File: config.mk
export PLATFORM = sky130hd
export DESIGN_NAME = video_timing_top
export DESIGN_NICKNAME = d
export VERILOG_FILES = /design/src/verilog/video_timing_pkg.sv /design/src/verilog/format_decode.sv /design/src/verilog/raster_counter.sv /design/src/verilog/sync_output.sv /design/src/verilog/video_timing_top.sv
export SDC_FILE = /design/constraint.sdc
export NUM_CORES = 1
export LEC_CHECK = 0
export BUFFER_PORTS_ARGS = -buffer_cell sky130_fd_sc_hd__buf_2
export CAP_MARGIN = 30
export CORE_MARGIN = 4
export CORE_UTILIZATION = 55
export DETAILED_ROUTE_END_ITERATION = 10
export PLACE_DENSITY = 0.73
export SLEW_MARGIN = 0
export SYNTH_ARGS = -nofsm -noshare
export SYNTH_HDL_FRONTEND = slang
export SYNTH_HIERARCHICAL = 1
export SYNTH_SLANG_ARGS = --single-unit
File: constraint.sdc
create_clock -name clk50m_bufg -period 4.4 [get_ports clk50m_bufg]
set_input_delay 0.22 -clock clk50m_bufg [delete_from_list [all_inputs] [get_ports clk50m_bufg]]
set_output_delay 0.22 -clock clk50m_bufg [all_outputs]
set_load 0.02 [all_outputs]
File: src/verilog/video_timing_pkg.sv
package video_timing_pkg;

	typedef logic [10:0] coord_t;     // Raster position or boundary
	typedef logic [3:0]  fmt_code_t;  // Switch code

	// Debouncer states
	typedef enum logic {
		DB_STABLE,  // Accepted code matches switches
		DB_SETTLE   // New code waiting out the bounce
	} db_state_t;

	////////////////////
	// Switch codes
	////////////////////
	localparam fmt_code_t FMT_VGA    = 4'b0000;
	localparam fmt_code_t FMT_SVGA   = 4'b0001;
	localparam fmt_code_t FMT_HD720  = 4'b0010;  // Also any unlisted code
	localparam fmt_code_t FMT_XGA    = 4'b0011;
	localparam fmt_code_t FMT_SXGA   = 4'b1000;
	localparam fmt_code_t FMT_CAMERA = 4'b1001;

	////////////////////
	// Format table
	////////////////////
	// 640x480
	localparam coord_t VGA_H_PIX   = 11'd640;
	localparam coord_t VGA_H_FP    = 11'd16;
	localparam coord_t VGA_H_SW    = 11'd96;
	localparam coord_t VGA_H_BP    = 11'd48;
	localparam coord_t VGA_V_LINES = 11'd480;
	localparam coord_t VGA_V_FP    = 11'd11;
	localparam coord_t VGA_V_SW    = 11'd2;
	localparam coord_t VGA_V_BP    = 11'd31;
	localparam logic   VGA_NEG     = 1'b1;  // Negative sync

	// 800x600
	localparam coord_t SVGA_H_PIX   = 11'd800;
	localparam coord_t SVGA_H_FP    = 11'd40;
	localparam coord_t SVGA_H_SW    = 11'd128;
	localparam coord_t SVGA_H_BP    = 11'd88;
	localparam coord_t SVGA_V_LINES = 11'd600;
	localparam coord_t SVGA_V_FP    = 11'd1;
	localparam coord_t SVGA_V_SW    = 11'd4;
	localparam coord_t SVGA_V_BP    = 11'd23;
	localparam logic   SVGA_NEG     = 1'b0;

	// 1024x768
	localparam coord_t XGA_H_PIX   = 11'd1024;
	localparam coord_t XGA_H_FP    = 11'd24;
	localparam coord_t XGA_H_SW    = 11'd136;
	localparam coord_t XGA_H_BP    = 11'd160;
	localparam coord_t XGA_V_LINES = 11'd768;
	localparam coord_t XGA_V_FP    = 11'd3;
	localparam coord_t XGA_V_SW    = 11'd6;
	localparam coord_t XGA_V_BP    = 11'd29;
	localparam logic   XGA_NEG     = 1'b1;  // Negative sync

	// 1280x1024
	localparam coord_t SXGA_H_PIX   = 11'd1280;
	localparam coord_t SXGA_H_FP    = 11'd48;
	localparam coord_t SXGA_H_SW    = 11'd112;
	localparam coord_t SXGA_H_BP    = 11'd248;
	localparam coord_t SXGA_V_LINES = 11'd1024;
	localparam coord_t SXGA_V_FP    = 11'd1;
	localparam coord_t SXGA_V_SW    = 11'd3;
	localparam coord_t SXGA_V_BP    = 11'd38;
	localparam logic   SXGA_NEG     = 1'b0;

	// Camera 1280x720, one pixel shorter hsync than 720p
	localparam coord_t CAM_H_PIX   = 11'd1280;
	localparam coord_t CAM_H_FP    = 11'd110;
	localparam coord_t CAM_H_SW    = 11'd39;
	localparam coord_t CAM_H_BP    = 11'd220;
	localparam coord_t CAM_V_LINES = 11'd720;
	localparam coord_t CAM_V_FP    = 11'd4;
	localparam coord_t CAM_V_SW    = 11'd4;
	localparam coord_t CAM_V_BP    = 11'd22;
	localparam logic   CAM_NEG     = 1'b0;

	// 720p, the fallback format
	localparam coord_t HD720_H_PIX   = 11'd1280;
	localparam coord_t HD720_H_FP    = 11'd110;
	localparam coord_t HD720_H_SW    = 11'd40;
	localparam coord_t HD720_H_BP    = 11'd220;
	localparam coord_t HD720_V_LINES = 11'd720;
	localparam coord_t HD720_V_FP    = 11'd5;
	localparam coord_t HD720_V_SW    = 11'd5;
	localparam coord_t HD720_V_BP    = 11'd20;
	localparam logic   HD720_NEG     = 1'b0;

endpackage

File: src/verilog/format_decode.sv
`timescale 1ns/100ps

module format_decode #(
	parameter int DEBOUNCE_CYCLES = 50000  // Hold time for a new code
) (
	input  logic                        clk50m_bufg,
	input  logic                        RSTBTN,
	input  video_timing_pkg::fmt_code_t sw,        // Raw switches, async
	output logic                        restart,   // Raster restart pulse
	output video_timing_pkg::coord_t    hsblnk,
	output video_timing_pkg::coord_t    hssync,
	output video_timing_pkg::coord_t    hesync,
	output video_timing_pkg::coord_t    heblnk,
	output video_timing_pkg::coord_t    vsblnk,
	output video_timing_pkg::coord_t    vssync,
	output video_timing_pkg::coord_t    vesync,
	output video_timing_pkg::coord_t    veblnk,
	output logic                        sync_neg,  // 1 = active low syncs
	output video_timing_pkg::fmt_code_t fmt        // Accepted code
);

	localparam int CNT_W = $clog2(DEBOUNCE_CYCLES);

	video_timing_pkg::fmt_code_t sw_meta;
	video_timing_pkg::fmt_code_t sw_sync;
	video_timing_pkg::fmt_code_t cand;      // Code being debounced
	video_timing_pkg::db_state_t state;
	logic [CNT_W-1:0]            settle_cnt;
	logic                        load;      // Accepted last cycle

	// Table lookup
	video_timing_pkg::fmt_code_t lut_code;
	video_timing_pkg::coord_t    h_pix;
	video_timing_pkg::coord_t    h_fp;
	video_timing_pkg::coord_t    h_sw;
	video_timing_pkg::coord_t    h_bp;
	video_timing_pkg::coord_t    v_lines;
	video_timing_pkg::coord_t    v_fp;
	video_timing_pkg::coord_t    v_sw;
	video_timing_pkg::coord_t    v_bp;
	logic                        lut_neg;

	// Two-flop synchroniser
	always_ff @(posedge clk50m_bufg) begin
		if (RSTBTN) begin
			sw_meta <= video_timing_pkg::FMT_VGA;
			sw_sync <= video_timing_pkg::FMT_VGA;
		end else begin
			sw_meta <= sw;
			sw_sync <= sw_meta;
		end
	end

	////////////////////
	// Debounce FSM
	////////////////////
	always_ff @(posedge clk50m_bufg) begin
		if (RSTBTN) begin
			state      <= video_timing_pkg::DB_STABLE;
			cand       <= video_timing_pkg::FMT_VGA;
			settle_cnt <= '0;
			fmt        <= video_timing_pkg::FMT_VGA;  // Power up in VGA
			load       <= 1'b0;
		end else begin
			load <= 1'b0;
			case (state)
				video_timing_pkg::DB_STABLE: begin
					if (sw_sync != fmt) begin  // New code seen
						cand       <= sw_sync;
						settle_cnt <= '0;
						state      <= video_timing_pkg::DB_SETTLE;
					end
				end
				video_timing_pkg::DB_SETTLE: begin
					if (sw_sync == fmt) begin
						// Glitch, back to the accepted code, raster untouched
						state <= video_timing_pkg::DB_STABLE;
					end else if (sw_sync != cand) begin
						cand       <= sw_sync;  // Still bouncing, count again
						settle_cnt <= '0;
					end else if (settle_cnt == CNT_W'(DEBOUNCE_CYCLES - 1)) begin
						fmt   <= cand;          // Accept
						load  <= 1'b1;
						state <= video_timing_pkg::DB_STABLE;
					end else begin
						settle_cnt <= settle_cnt + 1'b1;
					end
				end
			endcase
		end
	end

	// VGA during reset so boundaries come up valid
	assign lut_code = RSTBTN ? video_timing_pkg::FMT_VGA : fmt;

	////////////////////
	// Format table
	////////////////////
	always_comb begin
		// 720p unless a listed code
		h_pix   = video_timing_pkg::HD720_H_PIX;
		h_fp    = video_timing_pkg::HD720_H_FP;
		h_sw    = video_timing_pkg::HD720_H_SW;
		h_bp    = video_timing_pkg::HD720_H_BP;
		v_lines = video_timing_pkg::HD720_V_LINES;
		v_fp    = video_timing_pkg::HD720_V_FP;
		v_sw    = video_timing_pkg::HD720_V_SW;
		v_bp    = video_timing_pkg::HD720_V_BP;
		lut_neg = video_timing_pkg::HD720_NEG;
		case (lut_code)
			video_timing_pkg::FMT_VGA: begin
				h_pix   = video_timing_pkg::VGA_H_PIX;
				h_fp    = video_timing_pkg::VGA_H_FP;
				h_sw    = video_timing_pkg::VGA_H_SW;
				h_bp    = video_timing_pkg::VGA_H_BP;
				v_lines = video_timing_pkg::VGA_V_LINES;
				v_fp    = video_timing_pkg::VGA_V_FP;
				v_sw    = video_timing_pkg::VGA_V_SW;
				v_bp    = video_timing_pkg::VGA_V_BP;
				lut_neg = video_timing_pkg::VGA_NEG;
			end
			video_timing_pkg::FMT_SVGA: begin
				h_pix   = video_timing_pkg::SVGA_H_PIX;
				h_fp    = video_timing_pkg::SVGA_H_FP;
				h_sw    = video_timing_pkg::SVGA_H_SW;
				h_bp    = video_timing_pkg::SVGA_H_BP;
				v_lines = video_timing_pkg::SVGA_V_LINES;
				v_fp    = video_timing_pkg::SVGA_V_FP;
				v_sw    = video_timing_pkg::SVGA_V_SW;
				v_bp    = video_timing_pkg::SVGA_V_BP;
				lut_neg = video_timing_pkg::SVGA_NEG;
			end
			video_timing_pkg::FMT_XGA: begin
				h_pix   = video_timing_pkg::XGA_H_PIX;
				h_fp    = video_timing_pkg::XGA_H_FP;
				h_sw    = video_timing_pkg::XGA_H_SW;
				h_bp    = video_timing_pkg::XGA_H_BP;
				v_lines = video_timing_pkg::XGA_V_LINES;
				v_fp    = video_timing_pkg::XGA_V_FP;
				v_sw    = video_timing_pkg::XGA_V_SW;
				v_bp    = video_timing_pkg::XGA_V_BP;
				lut_neg = video_timing_pkg::XGA_NEG;
			end
			video_timing_pkg::FMT_SXGA: begin
				h_pix   = video_timing_pkg::SXGA_H_PIX;
				h_fp    = video_timing_pkg::SXGA_H_FP;
				h_sw    = video_timing_pkg::SXGA_H_SW;
				h_bp    = video_timing_pkg::SXGA_H_BP;
				v_lines = video_timing_pkg::SXGA_V_LINES;
				v_fp    = video_timing_pkg::SXGA_V_FP;
				v_sw    = video_timing_pkg::SXGA_V_SW;
				v_bp    = video_timing_pkg::SXGA_V_BP;
				lut_neg = video_timing_pkg::SXGA_NEG;
			end
			video_timing_pkg::FMT_CAMERA: begin
				h_pix   = video_timing_pkg::CAM_H_PIX;
				h_fp    = video_timing_pkg::CAM_H_FP;
				h_sw    = video_timing_pkg::CAM_H_SW;
				h_bp    = video_timing_pkg::CAM_H_BP;
				v_lines = video_timing_pkg::CAM_V_LINES;
				v_fp    = video_timing_pkg::CAM_V_FP;
				v_sw    = video_timing_pkg::CAM_V_SW;
				v_bp    = video_timing_pkg::CAM_V_BP;
				lut_neg = video_timing_pkg::CAM_NEG;
			end
			video_timing_pkg::FMT_HD720: ;  // Values set above
			default: ;                      // Unlisted codes fall back to 720p
		endcase
	end

	// Restart marks the cycle new boundaries are valid
	always_ff @(posedge clk50m_bufg) begin
		if (RSTBTN) begin
			restart <= 1'b1;  // Seen on first cycle out of reset
		end else begin
			restart <= load;
		end
	end

	// Boundary registers, last pixel of each region
	always_ff @(posedge clk50m_bufg) begin
		if (RSTBTN || load) begin
			hsblnk   <= h_pix - 11'd1;
			hssync   <= h_pix - 11'd1 + h_fp;
			hesync   <= h_pix - 11'd1 + h_fp + h_sw;
			heblnk   <= h_pix - 11'd1 + h_fp + h_sw + h_bp;
			vsblnk   <= v_lines - 11'd1;
			vssync   <= v_lines - 11'd1 + v_fp;
			vesync   <= v_lines - 11'd1 + v_fp + v_sw;
			veblnk   <= v_lines - 11'd1 + v_fp + v_sw + v_bp;
			sync_neg <= lut_neg;
		end
	end

endmodule

File: src/verilog/raster_counter.sv
`timescale 1ns/100ps

module raster_counter (
	input  logic                     clk50m_bufg,
	input  logic                     RSTBTN,
	input  logic                     restart,    // Zero both counters
	input  video_timing_pkg::coord_t hsblnk,     // Last live pixel
	input  video_timing_pkg::coord_t hssync,     // Last front porch pixel
	input  video_timing_pkg::coord_t hesync,     // Last sync pixel
	input  video_timing_pkg::coord_t heblnk,     // Last pixel of the line
	input  video_timing_pkg::coord_t vsblnk,
	input  video_timing_pkg::coord_t vssync,
	input  video_timing_pkg::coord_t vesync,
	input  video_timing_pkg::coord_t veblnk,
	output logic                     hsync_raw,  // Active high, no polarity
	output logic                     vsync_raw,
	output logic                     hblnk,
	output logic                     vblnk
);

	video_timing_pkg::coord_t hcount;
	video_timing_pkg::coord_t vcount;
	logic                     line_end;   // Last pixel of line
	logic                     frame_end;  // Last line of frame

	// Compare with >= so a shorter new format cannot run away
	assign line_end  = (hcount >= heblnk);
	assign frame_end = (vcount >= veblnk);

	////////////////////
	// Position counters
	////////////////////
	always_ff @(posedge clk50m_bufg) begin
		if (RSTBTN) begin
			hcount <= '0;
			vcount <= '0;
		end else if (restart) begin
			hcount <= '0;  // New format, start at top left
			vcount <= '0;
		end else begin
			if (line_end) begin
				hcount <= '0;
				if (frame_end) begin
					vcount <= '0;
				end else begin
					vcount <= vcount + 11'd1;  // Next line
				end
			end else begin
				hcount <= hcount + 11'd1;
			end
		end
	end

	////////////////////
	// Raw flags
	////////////////////
	always_ff @(posedge clk50m_bufg) begin
		if (RSTBTN) begin
			hsync_raw <= 1'b0;
			vsync_raw <= 1'b0;
			hblnk     <= 1'b0;
			vblnk     <= 1'b0;
		end else begin
			hblnk     <= (hcount > hsblnk);
			hsync_raw <= (hcount > hssync) && (hcount <= hesync);
			vblnk     <= (vcount > vsblnk);  // Whole line blanked
			vsync_raw <= (vcount > vssync) && (vcount <= vesync);
		end
	end

endmodule

File: src/verilog/sync_output.sv
`timescale 1ns/100ps

module sync_output (
	input  logic clk50m_bufg,
	input  logic RSTBTN,
	input  logic sync_neg,   // 1 = active low syncs
	input  logic hsync_raw,
	input  logic vsync_raw,
	input  logic hblnk,
	input  logic vblnk,
	output logic hsync,
	output logic vsync,
	output logic de          // Live pixel
);

	logic hs_q;
	logic vs_q;
	logic act_q;

	////////////////////
	// Two-stage pipe
	////////////////////
	always_ff @(posedge clk50m_bufg) begin
		if (RSTBTN) begin
			// Idle level of the current polarity
			hs_q  <= sync_neg;
			vs_q  <= sync_neg;
			act_q <= 1'b0;
			hsync <= sync_neg;
			vsync <= sync_neg;
			de    <= 1'b0;
		end else begin
			hs_q  <= hsync_raw ^ sync_neg;  // Polarity in stage 1
			vs_q  <= vsync_raw ^ sync_neg;
			act_q <= !hblnk && !vblnk;
			hsync <= hs_q;
			vsync <= vs_q;
			de    <= act_q;
		end
	end

endmodule

File: src/verilog/video_timing_top.sv
`timescale 1ns/100ps

module video_timing_top #(
	parameter int DEBOUNCE_CYCLES = 50000  // 1 ms at 50 MHz
) (
	input  logic                        clk50m_bufg,
	input  logic                        RSTBTN,
	input  video_timing_pkg::fmt_code_t sw,
	output logic                        hsync,
	output logic                        vsync,
	output logic                        de,
	output video_timing_pkg::fmt_code_t fmt
);

	logic                     restart;
	logic                     sync_neg;
	video_timing_pkg::coord_t hsblnk;
	video_timing_pkg::coord_t hssync;
	video_timing_pkg::coord_t hesync;
	video_timing_pkg::coord_t heblnk;
	video_timing_pkg::coord_t vsblnk;
	video_timing_pkg::coord_t vssync;
	video_timing_pkg::coord_t vesync;
	video_timing_pkg::coord_t veblnk;
	logic                     hsync_raw;
	logic                     vsync_raw;
	logic                     hblnk;
	logic                     vblnk;

	////////////////////
	// Switch decode
	////////////////////
	format_decode #(
		.DEBOUNCE_CYCLES(DEBOUNCE_CYCLES)
	) i_format_decode (
		.clk50m_bufg(clk50m_bufg),
		.RSTBTN     (RSTBTN),
		.sw         (sw),
		.restart    (restart),
		.hsblnk     (hsblnk),
		.hssync     (hssync),
		.hesync     (hesync),
		.heblnk     (heblnk),
		.vsblnk     (vsblnk),
		.vssync     (vssync),
		.vesync     (vesync),
		.veblnk     (veblnk),
		.sync_neg   (sync_neg),
		.fmt        (fmt)
	);

	// Raster position
	raster_counter i_raster_counter (
		.clk50m_bufg(clk50m_bufg),
		.RSTBTN     (RSTBTN),
		.restart    (restart),
		.hsblnk     (hsblnk),
		.hssync     (hssync),
		.hesync     (hesync),
		.heblnk     (heblnk),
		.vsblnk     (vsblnk),
		.vssync     (vssync),
		.vesync     (vesync),
		.veblnk     (veblnk),
		.hsync_raw  (hsync_raw),
		.vsync_raw  (vsync_raw),
		.hblnk      (hblnk),
		.vblnk      (vblnk)
	);

	// Polarity and output registers
	sync_output i_sync_output (
		.clk50m_bufg(clk50m_bufg),
		.RSTBTN     (RSTBTN),
		.sync_neg   (sync_neg),
		.hsync_raw  (hsync_raw),
		.vsync_raw  (vsync_raw),
		.hblnk      (hblnk),
		.vblnk      (vblnk),
		.hsync      (hsync),
		.vsync      (vsync),
		.de         (de)
	);

endmodule

Yosys cells after proc, flatten, opt, wreduce, memory -nomap -nowiden. Cells that the tools add are included. W data, S select, Z words.

Add/sub/neg operators: 11. $mul: 0. Div/mod/pow operators: 0. Order comparisons: 8. Eq/ne operators: 12. Shifts and indexed selects: 0. Muxes and demuxes: 30. Bitwise logic cells: 5. Reduce and logical (&&, ||, !) cells: 16.

Operators with widths (number): $mux W16 (4); $gt A11 B11 Y1 (4); $pmux W11 S4 (1); $pmux W8 S5 (1); $pmux W11 S3 (1); $pmux W16 S2 (1); $pmux W8 S4 (1); $pmux W6 S5 (1); $pmux W7 S4 (1); $add A11 B1 Y11 const B (2); $add A11 B8 Y11 (2); $ge A11 B11 Y1 (2); $le A11 B11 Y1 (2); $sub A11 B1 Y11 const B (2); $add A16 B1 Y16 const B (1); $eq A16 B16 Y1 const B (1); $mux W4 (4); $pmux W4 S4 (1); $pmux W3 S4 (1); $add A11 B3 Y11 (1); $add A11 B4 Y11 (1); $add A11 B6 Y11 (1); $add A11 B7 Y11 (1); $mux W11 (1); 22 further kinds (44).

Register bits: 156. Latch bits: 0. Memory bits (writable): 0. ROM bits: 0. Input bits: 6. Output and inout bits: 7. Logic and storage cells: 111. Memories kept: 0.

Longest topological paths before layout. Gate-level depths: netlist of run 1.

Depth in word-level cells: 7. Depth in mapped cells: 20. Depth with buffers taken out: 19.

Hierarchy. The synthesis of run 1 kept the hierarchy.

Modules (own cells, without submodules): format_decode (times used 1, cells each 475, area an instance 5358.9 um^2, seq. area each 2952.8 um^2); raster_counter (times used 1, cells each 414, area an instance 3186.8 um^2, seq. area each 520.5 um^2); sync_output (times used 1, cells each 17, area an instance 183.9 um^2, seq. area each 120.1 um^2).

Worst setup path before layout of run 1. Ideal clock, no wire load.

Path type: reg-to-reg. Start point: register i_format_decode.fmt[2]. End point: register i_format_decode.heblnk[9] (data pin). Setup time: 0.259 ns. Data arrival time: 3.667 ns. Data required time: 4.141 ns. Setup slack: 0.474 ns. Cell stages (with the launch flop): 18. Buffers on the path: 2. Period minus slack after synthesis: 3.926 ns. Cells stage by stage: dfxtp_1 > buf_2 > a21oi_1 > and2_1 > or2_2 > clkbuf_1 > inv_1 > ha_1 > o21a_1 > nor2_1 > xnor2_1 > ha_1 > xor2_1 > ha_1 > and3_1 > a211oi_1 > maj3_1 > xnor2_1.

Longest elaborated chain between the ends: 7. Elaborated cells between the ends (all ways): 14. Those cells by class: add/sub (4); eq/ne (4); mux (5); reduce/logical (1).

Ends and longest elaborated chain: start: declaration (line format_decode.sv:19) `output video_timing_pkg::fmt_code_t fmt`; start signal: assignment (line format_decode.sv:62) `fmt <= video_timing_pkg::FMT_VGA;`; start signal: assignment (line format_decode.sv:82) `fmt <= cand;`; $mux W4 (*) (line format_decode.sv:94) `assign lut_code = RSTBTN ? video_timing_pkg::FMT_VGA : fmt;`; $eq A4 B2 Y1, or another cell as far along (line format_decode.sv:110) `case (lut_code)`; $pmux W11 S3 (line format_decode.sv:110); $sub A11 B1 Y11 (line format_decode.sv:186) `heblnk <= h_pix - 11'd1 + h_fp + h_sw + h_bp;`; $add A11 B7 Y11 (line format_decode.sv:186); $add A11 B8 Y11 (line format_decode.sv:186); $add A11 B8 Y11 (*) (line format_decode.sv:186); end signal: assignment (line format_decode.sv:186); end: declaration (line format_decode.sv:13) `output video_timing_pkg::coord_t heblnk,`.

Every way passes the cells marked *; elsewhere a longest branch is shown, timed or not. A chain may end at the register's enable or synchronous reset.

Final worst setup path of run 1.
Start point: register i_format_decode.fmt[1]. End point: register i_format_decode.veblnk[10] (data pin).

Longest elaborated chain between the ends: 7. Elaborated cells between the ends (all ways): 16. Those cells by class: add/sub (4); eq/ne (4); mux (5); reduce/logical (3).

Ends and longest elaborated chain: $mux W4 (*) (line format_decode.sv:94); $eq A4 B4 Y1, or another cell as far along (line format_decode.sv:110); $pmux W11 S4 or $reduce_or A2 Y1 (tied branches); $sub A11 B1 Y11 or $pmux W4 S4 (tied branches) (line format_decode.sv:190, format_decode.sv:110); $add A11 B4 Y11 (line format_decode.sv:190) `veblnk <= v_lines - 11'd1 + v_fp + v_sw + v_bp;`; $add A11 B3 Y11 (line format_decode.sv:190); $add A11 B6 Y11 (*) (line format_decode.sv:190); end signal: assignment (line format_decode.sv:190); end: declaration (line format_decode.sv:17) `output video_timing_pkg::coord_t veblnk,`.

Marked as above.

==> impl_metrics.json, run 1 <==
{
  "crit_family": "compound AO/OA/AOI/OAI gates",
  "wl_per_cell_um": 15.3,
  "ir_drop_v": 0.000258,
  "final_area_um2": 9590,
  "dr.pass1.iters": 5,
  "vias": 6258,
  "crit_path_start_kind": "flop",
  "min_period_over_period_pct": 93.1,
  "placed_area_um2": 9010,
  "synth_area_leaders": "edfxtp_1 26%, ha_1 16%, dfxtp_1 15%",
  "io_pins": 13,
  "slowest_stage": "dfxtp_1",
  "gp_congestion": 0.860,
  "grt_pass1_wl_um": 29200,
  "dp_slack_ns": 0.258,
  "cts.sinks": 142,
  "antenna_left": 0,
  "nFillCells": 1246,
  "place_inst": 1117,
  "fin_skew_ns": 0.00764,
  "cpPeakStageDelay_ns": 0.46,
  "ctsHtreeMaxLevel": 4,
  "reg2regPathDepth": 17,
  "min_path_type": "input pin to flop",
  "synth.largest_area_cell": "edfxtp_1",
  "async_flop_share_pct": 0,
  "yosysSeqAreaShare_pct": 41.2,
  "yosysWarnings": 6,
  "area.growth.synth_to_final_pct": 9.83,
  "clkLatencyLatePin_ns": 0.42,
  "io_buffer_count": 12,
  "place_hpwl_um": 13000,
  "final.setup.tns_ns": 0,
  "r2r_start": "i_format_decode/fmt[1]",
  "worstPathRequired_ns": 4.58,
  "tightest_slew_ns": 0.935,
  "clockBufferDepth": 2,
  "drive_gt1_share_pct": 8.40,
  "p_leak_nw": 4.45,
  "drt_wl_total_um": 17600,
  "die_area_um2": 18000,
  "postSynthCellCount": 906,
  "die_y_um": 134,
  "numCtsBuffers": 17,
  "setup_viol": 0,
  "fin_cells": 1151,
  "cts_tree": "built",
  "grt_util_all_layers_pct": 20.5,
  "avgViaCountPerCell": 5.44,
  "die_width_um": 134,
  "drt_iter0_markers": 401,
  "final_nets": 1049,
  "crit_chain": "nand2b_1, and2_1, or2_2, inv_1, xnor2_1, ha_1, a21oi_1, xnor2_1, nand2_1, o21ai_0, nand2_1, ha_1, o21ai_0, o21bai_1, a21o_1, and3_1, a31o_2",
  "utilization_pct": 62.4,
  "start_util_pct": 56.8,
  "slew_violations": 0,
  "grt_pass1_vias": 5800,
  "fin_crit_ns": 4.10,
  "maxCapViolations": 0,
  "fin_total_pwr_mw": 2.87,
  "rsz0062_at_grt": "false",
  "outcome": "finished clean",
  "yosysTopAreaCellShare_pct": 25.8,
  "grt-ovfl-total": 0,
  "rows": 45,
  "cp-endpoint": "i_format_decode/veblnk[10]",
  "cp_num_cells": 17,
  "core_um2": 15400,
  "drc": 0,
  "critical_path_buf_inv_count": 1,
  "rr_endpoint": "i_format_decode/veblnk[10]",
  "fin_ws_ns": 0.303,
  "antenna_cells": 0,
  "power_density_nw_per_um2": 299,
  "clock.fmax_mhz": 244,
  "ys.flop_type": "edfxtp_1",
  "root_buffer": "clkbuf_16",
  "cp-end-kind": "flop",
  "crit_arrival_ns": 4.27,
  "syn_avg_cell_area_um2": 9.64,
  "startpoint": "i_format_decode/fmt[1]",
  "crit_fanout": 7,
  "ff2ff_setup_slack_ns": 0.30,
  "slew_headroom_pct": 37.1,
  "synth_cell_types": 67,
  "antenna_found_initial": 0,
  "worstSetupPathType": "flop to flop",
  "synth_seq_cells": 142,
  "grt_max_degree": 64,
  "timing.hold.ws_ns": 0.0239,
  "synth_edf_count": 75,
  "synth_area_um2": 8730,
  "cts.clk_slew.worst_paths_ns": 0.06,
  "finalHoldViolCount": 0
}
==> how the worst min path moves through the flow <==
stage,slack (ns),cells after the start,startpoint,to
floorplan,0.29,1,RSTBTN,i_raster_counter/hblnk
finish,0.02,2,sw[3],i_format_decode/sw_meta[3]
detailed placement,0.38,1,i_raster_counter/hblnk,i_sync_output/act_q
global placement,0.37,1,i_raster_counter/hblnk,i_sync_output/act_q
CTS,0.005,2,sw[3],i_format_decode/sw_meta[3]
global route,0.03,2,sw[3],i_format_decode/sw_meta[3]
==> timing repair <==
action | 4_1_cts | 5_1_grt
hold endpoints to repair | 2 | 0
endpoints found under the setup margin | 0 | 4
hold buffers | 2 | 0
resized for setup | 0 | 3
buffers inserted | 0 | 0
==> layout by cell type, fill, tap and decap left out, types with 22 or more instances in the layout <==
| cell | count |
|---|---|
| ha_1 | 113 |
| nand3_1 | 30 |
| inv_1 | 122 |
| a21o_1 | 22 |
| nand2_1 | 48 |
| a21oi_1 | 45 |
| o21ai_0 | 31 |
| nor2_1 | 75 |
| xnor2_1 | 40 |
| edfxtp_1 | 75 |
| dfxtp_1 | 64 |
==> Yosys cell counts, types with 11 or more instances <==
library cell	count
inv_1	122
ha_1	113
edfxtp_1	75
nor2_1	75
dfxtp_1	67
nand2_1	48
a21oi_1	45
xnor2_1	40
o21ai_0	31
nand3_1	30
a21o_1	22
xor2_1	19
nand4_1	17
buf_4	16
nand2b_1	15
nor2b_1	15
or2_2	11
==> cell families after synthesis <==
kind of cell / after synthesis / share of synthesized area (%)
AO/OA/AOI/OAI: 146 / 10.8
XOR/XNOR: 60 / 6.11
adder cells (fa/ha/maj): 119 / 17.2
buffers and inverters: 156 / 7.48
flip-flops: 142 / 41.2
multiplexers: 8 / 0.917
other: 2 / 0.0860
AND/OR/NAND/NOR: 273 / 16.2
==> flip-flops by register name (all words and copies together) (netlist names), 4 cells and up <==
signal                      cells
i_format_decode/sw_sync         4
i_format_decode/vsblnk          8
i_format_decode/cand            4
i_format_decode/veblnk         11
i_format_decode/vssync         11
i_format_decode/sw_meta         4
i_format_decode/vesync         11
i_format_decode/hesync         11
i_raster_counter/vcount        11
i_format_decode/fmt             4
i_format_decode/hssync          9
i_format_decode/heblnk          8
i_raster_counter/hcount        11
i_format_decode/settle_cnt     16
i_format_decode/hsblnk          5
==> cell type report <==
cell class,count,area (um2),share of cell area [%]
inverter,122,458,4.78
clock inverter,9,51.3,0.535
sequential,142,3600,37.5
clock buffer,23,502,5.23
timing repair buffer,25,183,1.91
tap,211,264,2.75
multi-input combinational,619,4530,47.3
==> where the power goes <==
group | internal (mW) | switching (mW)
Clock | 0.802 | 0.539
Sequential | 1.41 | 0.00975
Combinational | 0.0362 | 0.0681
==> layer usage <==
layer / global-route usage, % / part of all wire [%] / vias to the layer above
met5: 0 / 0 / -
met2: 32.5 / 46 / 122
met4: 6.86 / 1.8 / 0
li1: - / - / 3183
met1: 27.8 / 48 / 2920
met3: 4.69 / 4.0 / 33
Power figures use the tool's default switching activity.
==> run 2: changes to the inputs <==
Settings changed: CELL_PAD_IN_SITES_DETAIL_PLACEMENT set to 2, CELL_PAD_IN_SITES_GLOBAL_PLACEMENT set to 2, CORE_UTILIZATION 55 to 42, PLACE_DENSITY 0.73 to 0.83, SLEW_MARGIN 0 to 25.
==> run 2 against run 1 <==
  * Worst setup slack worse by 0.072 ns
  * Register-to-register slack got worse by 0.07 ns
  * Hold slack worse by 0.0089 ns
  * Largest cell class unchanged
  * Final area rose by 2.2%
  * Highest routed layer unchanged
  * Via count grew 8.9%
  * Maximum frequency shrank 1.7%
==> impl_metrics.json, run 2 (synthesis results as in run 1) <==
{
  "outcome": "finished clean",
  "rows": 52,
  "clockBufferDepth": 2,
  "nFillCells": 2125,
  "fin_crit_ns": 4.17,
  "setup_viol": 0,
  "clkPwrFrac_pct": 49.4,
  "ff2ff_setup_slack_ns": 0.23,
  "wl_per_cell_um": 22.5,
  "core_um2": 20400,
  "fin_skew_ns": 0.00890,
  "root_buffer": "clkbuf_16",
  "final_nets": 1057,
  "final.setup.tns_ns": 0,
  "fin_cells": 1218,
  "avgViaCountPerCell": 5.60,
  "vias": 6818,
  "io_pins": 13,
  "rsz0062_at_grt": "false",
  "grt_pass1_vias": 7652,
  "ctsHtreeMaxLevel": 4,
  "internal-power_mw": 2.34,
  "crit_path_start_kind": "flop",
  "min_path_type": "input pin to flop",
  "slew_violations": 0,
  "finalHoldViolCount": 0,
  "drc": 0,
  "die_width_um": 152,
  "min_period_over_period_pct": 94.7,
  "p_seq_share_pct": 46.9,
  "timing.hold.ws_ns": 0.0150,
  "slew_headroom_pct": 50.9,
  "cp-endpoint": "i_format_decode/heblnk[9]",
  "largest_register_ffs": 16,
  "cp-end-kind": "flop",
  "rr_endpoint": "i_format_decode/heblnk[9]",
  "power_density_nw_per_um2": 310,
  "crit_fanout": 6,
  "place_inst": 1185,
  "grt-ovfl-total": 0,
  "worstPathRequired_ns": 4.58,
  "die_y_um": 152,
  "p_leak_nw": 4.49,
  "grt_util_all_layers_pct": 24.1,
  "switchingPower_mw": 0.701,
  "drt_wl_total_um": 27500,
  "combPwrFrac_pct": 3.8,
  "p_sw_share_pct": 23.1,
  "area.growth.synth_to_final_pct": 12.3,
  "cts.sinks": 142,
  "antenna_left": 0,
  "cts_tree": "built",
  "clock.fmax_mhz": 240,
  "io_buffer_count": 12,
  "regMostFlops": "i_format_decode/settle_cnt",
  "place_hpwl_um": 19000,
  "ir_drop_v": 0.000275,
  "grt_max_degree": 47,
  "r2r_start": "i_format_decode/fmt[0]",
  "antenna_found_initial": 0,
  "cts_setup_buffers": 0,
  "crit_arrival_ns": 4.34,
  "cts.clk_slew.worst_paths_ns": 0.07,
  "numCtsBuffers": 17,
  "tightest_slew_ns": 0.735,
  "startpoint": "i_format_decode/fmt[0]",
  "antenna_cells": 0,
  "drt_iter0_markers": 361,
  "start_util_pct": 42.9,
  "worstSetupPathType": "flop to flop",
  "clkLatencyLatePin_ns": 0.43,
  "dr.pass1.iters": 4,
  "die_area_um2": 23200,
  "maxCapViolations": 0,
  "drive_gt1_share_pct": 9.60,
  "grt_pass1_wl_um": 43700,
  "final_cell_mix": "121 x inv_1, 112 x ha_1, 75 x nor2_1, 75 x edfxtp_1, 65 x dfxtp_1",
  "reg2regPathDepth": 15,
  "final_common_cell": "inv_1",
  "utilization_pct": 48.1,
  "gp_congestion": 0.832
}
run 2: layer usage:
metal  vias up  global-route usage, %  wire length (um)
met5         -                      0                 0
li1       3183                      -                 -
met2       114                   43.8             14300
met1      3479                   28.8             11700
met3        42                   4.20               823
met4         0                   7.49               608
run 2: metrics by stage:
| stage | instance area, um2 | power [mW] | worst slack, ns |
|---|---|---|---|
| after detailed placement | 9150 | 1.56 | 0.134 |
| final | 9800 | 3.04 | 0.231 |
| after CTS | 9760 | 3.07 | 0.0528 |
| after floorplan | 8770 | 1.53 | 0.474 |
| after global placement | 9130 | 1.55 | 0.380 |
| after global routing | 9800 | 3.16 | 0.00976 |
run 2: layout make-up:
type | count | area [um2] | area share, %
well taps | 270 | 338 | 3.45
multi-input cells | 619 | 4580 | 46.7
flip-flops and latches | 142 | 3600 | 36.7
inverters | 122 | 462 | 4.71
clock inverters | 15 | 170 | 1.74
clock buffers | 17 | 425 | 4.34
repair buffers | 33 | 236 | 2.41
run 2: timing repair:
item,CTS,global route
resized for setup,2,9
setup endpoints to repair,2,6
pin swaps,0,0
hold endpoints to repair,1,0
hold buffers,1,0
run 2: power by group through the flow:
stage          Sequential [mW]  Combinational [mW]  Clock, mW
3_3_place_gp              1.45               0.101          0
3_5_place_dp              1.45               0.110          0
6_report                  1.42               0.115       1.50
2_1_floorplan             1.45              0.0770          0
4_1_cts                   1.42               0.114       1.53
5_1_grt                   1.43               0.129       1.60
run 2: worst max-delay path, cell delays in order (launching register included):
cell        delay [ns]
dfxtp_1           0.40
nand2b_1          0.17
and2_1            0.23
or2_4             0.23
clkinvlp_4        0.20
ha_1              0.37
o21a_1            0.15
nor2_1            0.20
xnor2_1           0.22
ha_2              0.39
xor2_1            0.19
ha_1              0.40
and3_1            0.18
a211oi_1          0.07
maj3_1            0.36
xnor2_1           0.13
run 2: worst min path at each step:
stage | to | start | depth (start not counted)
2_1_floorplan | i_raster_counter/hblnk | RSTBTN | 1
3_3_place_gp | i_sync_output/act_q | i_raster_counter/hblnk | 1
3_5_place_dp | i_sync_output/act_q | i_raster_counter/hblnk | 1
4_1_cts | i_format_decode/sw_meta[1] | sw[1] | 2
5_1_grt | i_format_decode/sw_meta[1] | sw[1] | 2
6_report | i_format_decode/sw_meta[1] | sw[1] | 2
